$ cat config.mk
export PLATFORM = sky130hd
export DESIGN_NAME = issue_core
export DESIGN_NICKNAME = d
export VERILOG_FILES = /design/src/issue_pkg.sv /design/src/alu_lanes.sv /design/src/hazard_scoreboard.sv /design/src/issue_core.sv /design/src/issue_queue.sv /design/src/issue_select.sv
export SDC_FILE = /design/constraint.sdc
export NUM_CORES = 2
export LEC_CHECK = 0
export BUFFER_PORTS_ARGS = -buffer_cell sky130_fd_sc_hd__buf_2
export CAP_MARGIN = 0
export CORE_ASPECT_RATIO = 2
export CORE_MARGIN = 2
export CORE_UTILIZATION = 39
export CTS_BUF_LIST = sky130_fd_sc_hd__clkbuf_8
export CTS_CLUSTER_SIZE = 14
export DETAILED_ROUTE_END_ITERATION = 7
export PLACE_DENSITY = 0.54
export RECOVER_POWER = 100
export SYNTH_ARGS = -nofsm -noshare
export SYNTH_HDL_FRONTEND = slang
export SYNTH_HIERARCHICAL = 1
export SYNTH_SLANG_ARGS = --single-unit
$ cat constraint.sdc
create_clock -name clk -period 8.5 [get_ports clk]
set_input_delay 0 -clock clk [delete_from_list [all_inputs] [get_ports clk]]
set_output_delay 0 -clock clk [all_outputs]
set_load 0.005 [all_outputs]
$ cat src/issue_pkg.sv
package issue_pkg;

  // ----------------------------------------
  // Sizes
  // ----------------------------------------
  localparam int iq_entries = 8;
  localparam int iq_key_w   = 3;                     // Pop key, relative to the oldest entry
  localparam int num_regs   = 16;
  localparam int reg_idx_w  = 4;
  localparam int data_w     = 16;
  localparam int seq_w      = 8;
  localparam int rd_cnt_w   = 4;                     // Holds up to iq_entries pending readers

  typedef enum logic [2:0] {
    op_add  = 3'd0,
    op_sub  = 3'd1,
    op_and  = 3'd2,
    op_xor  = 3'd3,
    op_addi = 3'd4,
    op_li   = 3'd5
  } op_e;

  // ----------------------------------------
  // Instruction formats
  // ----------------------------------------
  // The second operand word is decoded by the opcode
  typedef union packed {
    struct packed {
      logic [reg_idx_w-1:0]        src2;
      logic [data_w-reg_idx_w-1:0] spare;
    } reg_form;
    struct packed {
      logic [data_w-1:0] imm;
    } imm_form;
  } operand_u;

  typedef struct packed {
    op_e                  op;
    logic [reg_idx_w-1:0] dst;
    logic [reg_idx_w-1:0] src1;                      // Ignored by op_li
    operand_u             operand;
    logic [seq_w-1:0]     seq;
  } iq_entry_t;

  typedef struct packed {
    logic      valid;
    iq_entry_t entry;
  } issue_t;

  typedef struct packed {
    logic                 valid;
    logic [reg_idx_w-1:0] dst;
    logic [seq_w-1:0]     seq;
    logic [data_w-1:0]    value;
  } done_t;

  function automatic logic reads_src1(op_e op);
    return op != op_li;
  endfunction

  function automatic logic reads_src2(op_e op);
    return op inside {op_add, op_sub, op_and, op_xor};
  endfunction

  // True when the entry reads register r through any operand it uses
  function automatic logic reads_reg(iq_entry_t e, logic [reg_idx_w-1:0] r);
    return (reads_src1(e.op) && e.src1 == r) ||
           (reads_src2(e.op) && e.operand.reg_form.src2 == r);
  endfunction

endpackage

$ cat src/alu_lanes.sv
module alu_lanes import issue_pkg::*; (
  input  logic          clk,
  input  logic          rst,
  input  issue_t [1:0]  issue,
  output done_t  [1:0]  done
);

  logic [data_w-1:0] rf [num_regs];
  logic [data_w-1:0] result [2];

  // ----------------------------------------
  // Operand read and execute
  // ----------------------------------------
  always_comb begin
    logic [data_w-1:0] a;
    logic [data_w-1:0] b;
    logic [data_w-1:0] imm;
    for (int k = 0; k < 2; k++) begin
      a   = rf[issue[k].entry.src1];
      b   = rf[issue[k].entry.operand.reg_form.src2];
      imm = issue[k].entry.operand.imm_form.imm;
      case (issue[k].entry.op)
        op_add:  result[k] = a + b;
        op_sub:  result[k] = a - b;
        op_and:  result[k] = a & b;
        op_xor:  result[k] = a ^ b;
        op_addi: result[k] = a + imm;
        op_li:   result[k] = imm;
        default: result[k] = '0;
      endcase
    end
  end

  // ----------------------------------------
  // Writeback and completion
  // ----------------------------------------
  // Destinations of the two lanes never collide, so both write freely
  always_ff @(posedge clk) begin
    for (int k = 0; k < 2; k++) begin
      done[k].dst   <= issue[k].entry.dst;
      done[k].seq   <= issue[k].entry.seq;
      done[k].value <= result[k];
    end
    if (rst) begin
      for (int i = 0; i < num_regs; i++) begin
        rf[i] <= '0;
      end
      done[0].valid <= 1'b0;
      done[1].valid <= 1'b0;
    end else begin
      for (int k = 0; k < 2; k++) begin
        if (issue[k].valid) begin
          rf[issue[k].entry.dst] <= result[k];
        end
        done[k].valid <= issue[k].valid;             // Pulses one cycle per issue
      end
    end
  end

endmodule

$ cat src/hazard_scoreboard.sv
module hazard_scoreboard import issue_pkg::*; (
  input  logic                    clk,
  input  logic                    rst,
  input  logic      [1:0]         accept,
  input  iq_entry_t [1:0]         accept_entry,
  input  issue_t    [1:0]         issue,
  input  done_t     [1:0]         wb,
  output logic      [num_regs-1:0] src_ready,
  output logic      [num_regs-1:0] dst_free
);

  logic [num_regs-1:0] pend_wr;
  logic [num_regs-1:0] pend_wr_nxt;
  logic [rd_cnt_w-1:0] rd_cnt     [num_regs];
  logic [rd_cnt_w-1:0] rd_cnt_nxt [num_regs];

  // ----------------------------------------
  // Next state per register
  // ----------------------------------------
  always_comb begin
    logic [reg_idx_w-1:0] r;
    logic                 set_wr;
    logic                 clr_wr;
    logic [1:0]           inc;
    logic [1:0]           dec;
    for (int i = 0; i < num_regs; i++) begin
      r      = reg_idx_w'(i);
      set_wr = 1'b0;
      clr_wr = 1'b0;
      inc    = '0;
      dec    = '0;
      for (int k = 0; k < 2; k++) begin
        set_wr = set_wr || (accept[k] && accept_entry[k].dst == r);
        clr_wr = clr_wr || (wb[k].valid && wb[k].dst == r);
        inc    = inc + 2'(accept[k] && reads_reg(accept_entry[k], r));
        dec    = dec + 2'(issue[k].valid && reads_reg(issue[k].entry, r));
      end
      // A writeback and a new writer never meet on one register
      pend_wr_nxt[i] = (pend_wr[i] && !clr_wr) || set_wr;
      rd_cnt_nxt[i]  = rd_cnt[i] + rd_cnt_w'(inc) - rd_cnt_w'(dec);
    end
  end

  always_ff @(posedge clk) begin
    if (rst) begin
      pend_wr <= '0;
      for (int i = 0; i < num_regs; i++) begin
        rd_cnt[i] <= '0;
      end
    end else begin
      pend_wr <= pend_wr_nxt;
      for (int i = 0; i < num_regs; i++) begin
        rd_cnt[i] <= rd_cnt_nxt[i];
      end
    end
  end

  // ----------------------------------------
  // Status to dispatch and select
  // ----------------------------------------
  assign src_ready = ~pend_wr;

  always_comb begin
    for (int i = 0; i < num_regs; i++) begin
      dst_free[i] = !pend_wr[i] && (rd_cnt[i] == '0);  // No WAW and no WAR
    end
  end

endmodule

$ cat src/issue_core.sv
module issue_core import issue_pkg::*; (
  input  logic            clk,
  input  logic            rst,
  input  logic      [1:0] in_valid,
  input  iq_entry_t [1:0] in_entry,
  output logic      [1:0] in_ready,
  output done_t     [1:0] done
);

  logic                            [1:0] accept;
  iq_entry_t [iq_entries-1:0]            slot_entry;
  logic      [iq_entries-1:0]            slot_valid;
  logic                            [3:0] free;
  logic                            [1:0] pop;
  logic      [1:0] [iq_key_w-1:0]        pop_key;
  logic      [num_regs-1:0]              src_ready;
  logic      [num_regs-1:0]              dst_free;
  issue_t                          [1:0] issue_q;
  logic                                  cross_hazard;
  logic                                  lane1_ok;

  // ----------------------------------------
  // Dispatch handshake
  // ----------------------------------------
  // Lane 1 must not write what lane 0 reads, nor read or write lane 0's result
  assign cross_hazard = (in_entry[0].dst == in_entry[1].dst) ||
                        reads_reg(in_entry[1], in_entry[0].dst) ||
                        reads_reg(in_entry[0], in_entry[1].dst);

  assign lane1_ok = (free >= 4'd2) && dst_free[in_entry[1].dst] &&
                    !(in_valid[0] && cross_hazard);

  assign in_ready[0] = (free >= 4'd1) && dst_free[in_entry[0].dst];
  assign in_ready[1] = in_ready[0] && lane1_ok && (in_valid[0] || !in_valid[1]);
  assign accept      = in_valid & in_ready;

  issue_queue queue_i (
    .clk        (clk),
    .rst        (rst),
    .push       (accept),
    .push_entry (in_entry),
    .pop        (pop),
    .pop_key    (pop_key),
    .slot_entry (slot_entry),
    .slot_valid (slot_valid),
    .free       (free)
  );

  issue_select select_i (
    .slot_entry (slot_entry),
    .slot_valid (slot_valid),
    .src_ready  (src_ready),
    .pop        (pop),
    .pop_key    (pop_key)
  );

  hazard_scoreboard scoreboard_i (
    .clk          (clk),
    .rst          (rst),
    .accept       (accept),
    .accept_entry (in_entry),
    .issue        (issue_q),
    .wb           (done),
    .src_ready    (src_ready),
    .dst_free     (dst_free)
  );

  // ----------------------------------------
  // Issue registers
  // ----------------------------------------
  always_ff @(posedge clk) begin
    for (int k = 0; k < 2; k++) begin
      issue_q[k].entry <= slot_entry[pop_key[k]];    // Captured as the queue pops
    end
    if (rst) begin
      issue_q[0].valid <= 1'b0;
      issue_q[1].valid <= 1'b0;
    end else begin
      issue_q[0].valid <= pop[0];
      issue_q[1].valid <= pop[1];
    end
  end

  alu_lanes alu_i (
    .clk   (clk),
    .rst   (rst),
    .issue (issue_q),
    .done  (done)
  );

endmodule

$ cat src/issue_queue.sv
module issue_queue import issue_pkg::*; (
  input  logic                               clk,
  input  logic                               rst,
  input  logic      [1:0]                    push,
  input  iq_entry_t [1:0]                    push_entry,
  input  logic      [1:0]                    pop,
  input  logic      [1:0] [iq_key_w-1:0]     pop_key,
  output iq_entry_t [iq_entries-1:0]         slot_entry,
  output logic      [iq_entries-1:0]         slot_valid,
  output logic      [3:0]                    free
);

  // One extra pointer bit tells a full queue from an empty one
  logic [iq_key_w:0]   wr_ptr;
  logic [iq_key_w:0]   rd_ptr;
  logic [iq_key_w:0]   used;
  logic [iq_key_w-1:0] wr_idx;
  logic [iq_key_w-1:0] rd_idx;
  logic [iq_key_w-1:0] wr_idx1;

  iq_entry_t             data [iq_entries];
  logic [iq_entries-1:0] vld;

  logic [1:0] popped_head;                           // Head slot k is popped this cycle
  logic [1:0] head_gone;                             // Head slot k is empty after this edge
  logic [1:0] rd_adv;

  assign wr_idx  = wr_ptr[iq_key_w-1:0];
  assign rd_idx  = rd_ptr[iq_key_w-1:0];
  assign wr_idx1 = wr_idx + iq_key_w'(push[0]);      // Lane 1 follows lane 0 when both push
  assign used    = wr_ptr - rd_ptr;
  assign free    = 4'(iq_entries) - 4'(used);

  // ----------------------------------------
  // Oldest-first view of the storage
  // ----------------------------------------
  always_comb begin
    logic [iq_key_w-1:0] phys;
    for (int j = 0; j < iq_entries; j++) begin
      phys          = rd_idx + iq_key_w'(j);
      slot_entry[j] = data[phys];
      slot_valid[j] = vld[phys];
    end
  end

  // ----------------------------------------
  // Head reclaim
  // ----------------------------------------
  // A slot counts as gone if it was already a hole or is popped now
  always_comb begin
    for (int k = 0; k < 2; k++) begin
      popped_head[k] = (pop[0] && pop_key[0] == iq_key_w'(k)) ||
                       (pop[1] && pop_key[1] == iq_key_w'(k));
    end
    head_gone[0] = (used > 0) &&
                   (!vld[rd_idx] || popped_head[0]);
    head_gone[1] = head_gone[0] && (used > 1) &&
                   (!vld[rd_idx + iq_key_w'(1)] || popped_head[1]);
    if (head_gone[1]) begin
      rd_adv = 2'd2;
    end else if (head_gone[0]) begin
      rd_adv = 2'd1;
    end else begin
      rd_adv = 2'd0;
    end
  end

  // ----------------------------------------
  // Pointer and valid state
  // ----------------------------------------
  always_ff @(posedge clk) begin
    if (rst) begin
      wr_ptr <= '0;
      rd_ptr <= '0;
      vld    <= '0;
    end else begin
      // Pops may leave holes anywhere in the live range
      for (int k = 0; k < 2; k++) begin
        if (pop[k]) begin
          vld[rd_idx + pop_key[k]] <= 1'b0;
        end
      end
      if (push[0]) begin
        vld[wr_idx] <= 1'b1;
      end
      if (push[1]) begin
        vld[wr_idx1] <= 1'b1;
      end
      wr_ptr <= wr_ptr + (iq_key_w+1)'(push[0]) + (iq_key_w+1)'(push[1]);
      rd_ptr <= rd_ptr + (iq_key_w+1)'(rd_adv);
    end
  end

  // Payload storage
  always_ff @(posedge clk) begin
    if (push[0]) begin
      data[wr_idx] <= push_entry[0];
    end
    if (push[1]) begin
      data[wr_idx1] <= push_entry[1];
    end
  end

endmodule

$ cat src/issue_select.sv
module issue_select import issue_pkg::*; (
  input  iq_entry_t [iq_entries-1:0]     slot_entry,
  input  logic      [iq_entries-1:0]     slot_valid,
  input  logic      [num_regs-1:0]       src_ready,
  output logic      [1:0]                pop,
  output logic      [1:0] [iq_key_w-1:0] pop_key
);

  logic [iq_entries-1:0] eligible;

  // ----------------------------------------
  // Per-slot readiness
  // ----------------------------------------
  // A source equal to the entry's own destination is always ready,
  // since dispatch only accepts a destination with no older writer
  always_comb begin
    logic                 src1_ok;
    logic                 src2_ok;
    logic [reg_idx_w-1:0] src2;
    for (int j = 0; j < iq_entries; j++) begin
      src2    = slot_entry[j].operand.reg_form.src2;
      src1_ok = !reads_src1(slot_entry[j].op) ||
                src_ready[slot_entry[j].src1] ||
                (slot_entry[j].src1 == slot_entry[j].dst);
      src2_ok = !reads_src2(slot_entry[j].op) ||
                src_ready[src2] ||
                (src2 == slot_entry[j].dst);
      eligible[j] = slot_valid[j] && src1_ok && src2_ok;
    end
  end

  // ----------------------------------------
  // Two oldest eligible slots
  // ----------------------------------------
  always_comb begin
    pop     = '0;
    pop_key = '0;
    for (int j = 0; j < iq_entries; j++) begin
      if (eligible[j]) begin
        if (!pop[0]) begin
          pop[0]     = 1'b1;                         // Oldest eligible
          pop_key[0] = iq_key_w'(j);
        end else if (!pop[1]) begin
          pop[1]     = 1'b1;                         // Next oldest eligible
          pop_key[1] = iq_key_w'(j);
        end
      end
    end
  end

endmodule

==> flow_metrics.py <==
metrics = {
    "critical_path": {
        "reg2reg_from": "issue_q[57]$_DFF_P_",
        "crit_chain": "buf_4, mux4_2, a22oi_1, nand2_1, or4b_1, nor4_2, nor3_1, a221o_2, ha_1, a21o_1, a21oi_1, nor2b_1, o21ai_0, a21oi_1, o31ai_1, or3_1, or3b_1, o211a_1, o221ai_1",
        "reg2reg_to": "alu_i/rf[2][15]$_DFFE_PP_",
        "r2r_cells": 19,
        "worst-path-max-fanout": 28,
        "arrival_ps": 8800,
        "cp-start-kind": "flop",
        "path_buf_inv": 1,
        "critPathTopFamily": "compound AO/OA/AOI/OAI gates",
        "cp-startpoint": "issue_q[57]$_DFF_P_",
        "path_common_cell": "a21oi_1",
        "rrSetupSlack_ps": 220,
        "end_kind": "flop",
        "crit_required_ps": 9020,
        "cpMaxStageDelayCell": "dfxtp_1",
        "max_stage_delay_ps": 1530,
        "crit_type": "flop to flop",
    },
    "pwr": {
        "powerDensity_nw_per_um2": 440,
        "p_leak_nw": 23.8,
        "ir_drop_v": 0.000387,
    },
    "floorplanning": {
        "die_w_um": 288,
        "coreArea_um2": 160000,
        "io-pin-count": 134,
        "die_h_um": 571,
        "die_area_um2": 164000,
        "initial_utilization_pct": 39.2,
        "num_rows": 208,
    },
    "routing": {
        "drc": 0,
        "via_per_inst": 6.78,
        "vias": 49700,
        "totalWireLength_um": 259000,
        "dr.pass1.iters": 8,
        "drt_iter0_markers": 5185,
        "ant_nets": 0,
        "wl_per_cell_um": 35.3,
    },
    "finish": {
        "syn2layout_area_growth_pct": 10.1,
        "final_util_pct": 43.1,
        "nNetsFinal": 5373,
        "fin_cells": 7328,
        "drive_above_1_share_pct": 33.2,
        "fill_cells": 15000,
    },
    "placed_design": {
        "gp_congestion": 1.01,
        "dp_cells": 6968,
        "dp_hpwl_um": 179000,
        "port_buffers": 133,
    },
    "yosys": {
        "ys_ff_latch": 762,
        "yosysWarnings": 6,
        "seq_area_frac_synth_pct": 32.9,
        "synth-async-reset-ratio_pct": 0,
        "yosys-top-cells-count": "759 x mux4_2, 571 x nand2_1, 536 x edfxtp_1",
        "synth_area_leaders": "mux4_2 27%, edfxtp_1 26%, mux2_2 8.7%",
        "netlist_area_um2": 62700,
        "netlist.area_leader.share_pct": 27.3,
        "synth_cell_types": 121,
        "yosysMostFrequentCell": "mux4_2",
        "syn_nets": 5243,
        "ys.flop_type": "edfxtp_1",
        "synth.avg_cell_area_um2": 12.6,
        "syn_inst": 4985,
        "synth_edf_count": 536,
        "yosysTopAreaCell": "mux4_2",
    },
    "worst_hold_path": {
        "worstHoldEndpoint": "queue_i/data[0][0]$_DFFE_PP_",
        "hold_depth": 3,
        "hold_path.class": "input pin to flop",
        "hp-start": "in_entry[0]",
    },
    "timing": {
        "worst_slew_pin_slew_ps": 2280,
        "slew_viol_final": 623,
        "rsz0062_at_grt": "no",
        "fin_crit_sh_pct": 97.4,
        "min_period_ps": 8280,
        "max_freq_ghz": 0.121,
        "setup_tns_ps": 0,
        "max_slew_margin_pct": -52.6,
        "finalHoldViolations": 0,
        "clock_skew_ps": 108,
        "report.final.setup_viol": 0,
    },
    "clock_tree": {
        "cts_tree": "done",
        "cts_buffers": 119,
        "clk_pin_slew_ps": 70,
        "ctsHtreeMaxLevel": 3,
        "clock_sinks": 762,
        "insertion_delay_ps": 920,
        "clk_path_buf_depth": 3,
        "cts_root_buffer": "clkbuf_8",
        "cts_setup_buffers": 0,
    },
    "grt": {
        "grt-ovfl-total": 0,
        "grt_pass1_vias": 50500,
        "antenna_found_initial": 9,
        "track_usage_pct": 31.2,
        "grt_max_degree": 134,
        "grt_pass1_wl_um": 364000,
    },
    "flow_run": {
        "drv_cap": 31,
    },
    "outcome": {
        "violations": "max-capacitance violations, max-slew violations",
        "status": "complete, but fails checks",
    },
}
## cells in the final DEF (no fill, tap or decap), types with 33 or more instances in the layout
cell           netlist  layout
nor2_1             164     164
inv_1              192     223
o22ai_1            256     256
nand3_1             50      51
mux2i_1             58      58
dfxtp_1            226     214
mux2_1               9      43
ha_1               129     128
nor3_1              32      33
a21oi_1             55      50
mux2_2             483     476
mux4_2             759     759
nand2_1            571     571
buf_4                4     130
xor2_1              78      77
clkbuf_1           244      80
edfxtp_1           536     536
dlygate4sd3_1        1     126
nor2b_1            113     113
clkbuf_8             1     132
a22oi_1             91      91
o21ai_0             74      74
fa_1                55      55
buf_2              107      96
xnor2_1             79      78
## through the flow
step | power (mW) | setup slack [ps] | hold WS, ps | area [um^2]
after floorplan | 19.8 | 907 | 69.4 | 62700
after global routing | 31.7 | 44.2 | 70.0 | 69000
after CTS | 30.2 | 441 | 1.19 | 69500
after global placement | 26.3 | 638 | 365 | 65600
final | 30.4 | 224 | 52.3 | 69000
after detailed placement | 26.5 | 532 | 339 | 65600
## final cells by class
type | count | area (um^2) | share of cell area [%]
Antenna cell | 9 | 22.5 | 0.0326
Clock buffer | 132 | 1820 | 2.63
Clock inverter | 93 | 793 | 1.15
Inverter | 195 | 732 | 1.06
Multi-Input combinational cell | 3590 | 39200 | 56.8
Sequential cell | 762 | 20700 | 29.9
Tap cell | 2100 | 2630 | 3.81
Timing Repair Buffer | 447 | 3180 | 4.60
## tightest hold or removal path, cell delays in order
cell	delay [ps]
dlygate4sd3_1	520
buf_2	170
mux2_2	160
## per-layer routing
layer / wire length [um] / GRT usage, % / vias up / part of all wire (%)
li1: - / - / 20200 / -
met1: 78600 / 30.6 / 25200 / 30
met2: 131000 / 55.0 / 3114 / 51
met3: 20200 / 6.03 / 1235 / 7.8
met4: 29000 / 28.2 / 8 / 11
met5: 50 / 0 / - / 0.019
## sequential cells by signal, summed over array words and instances (netlist names)
name and count:
queue_i/data 280, alu_i/rf 256, issue_q 72, scoreboard_i/rd_cnt 64
alu_i/done 58, scoreboard_i/pend_wr 16, queue_i/vld 8, queue_i/rd_ptr 4
queue_i/wr_ptr 4
## repair_timing
action | 4_1_cts | 5_1_grt
resized for setup | 0 | 0
hold buffers | 126 | 0
hold endpoints to repair | 336 | 0
## power by group
| part | switching (mW) | internal, mW | total, mW | leakage [nW] |
|---|---|---|---|---|
| combinational | 12.5 | 8.27 | 20.8 | 15.4 |
| clock | 1.72 | 1.84 | 3.56 | 1.42 |
| sequential | 1.20 | 4.82 | 6.02 | 7.06 |
## how the worst max path moves through the flow
stage                                              end  depth (start not counted)
after floorplan           queue_i/rd_ptr[2]$_SDFF_PP0_                         31
after global placement             issue_q[26]$_DFF_P_                         17
after global routing               issue_q[62]$_DFF_P_                         18
after CTS                          issue_q[27]$_DFF_P_                         17
after detailed placement           issue_q[27]$_DFF_P_                         17
final                        alu_i/rf[2][15]$_DFFE_PP_                         19
## logic make-up after synthesis
| group | synth area share (%) |
|---|---|
| compound gates | 7.86 |
| xor+xnor | 2.45 |
| fa+ha+maj | 4.35 |
| buf+inv | 4.50 |
| flops | 32.9 |
| mux | 38.9 |
| simple gates | 9.09 |
Note: power is estimated with default switching activity, not from simulation.
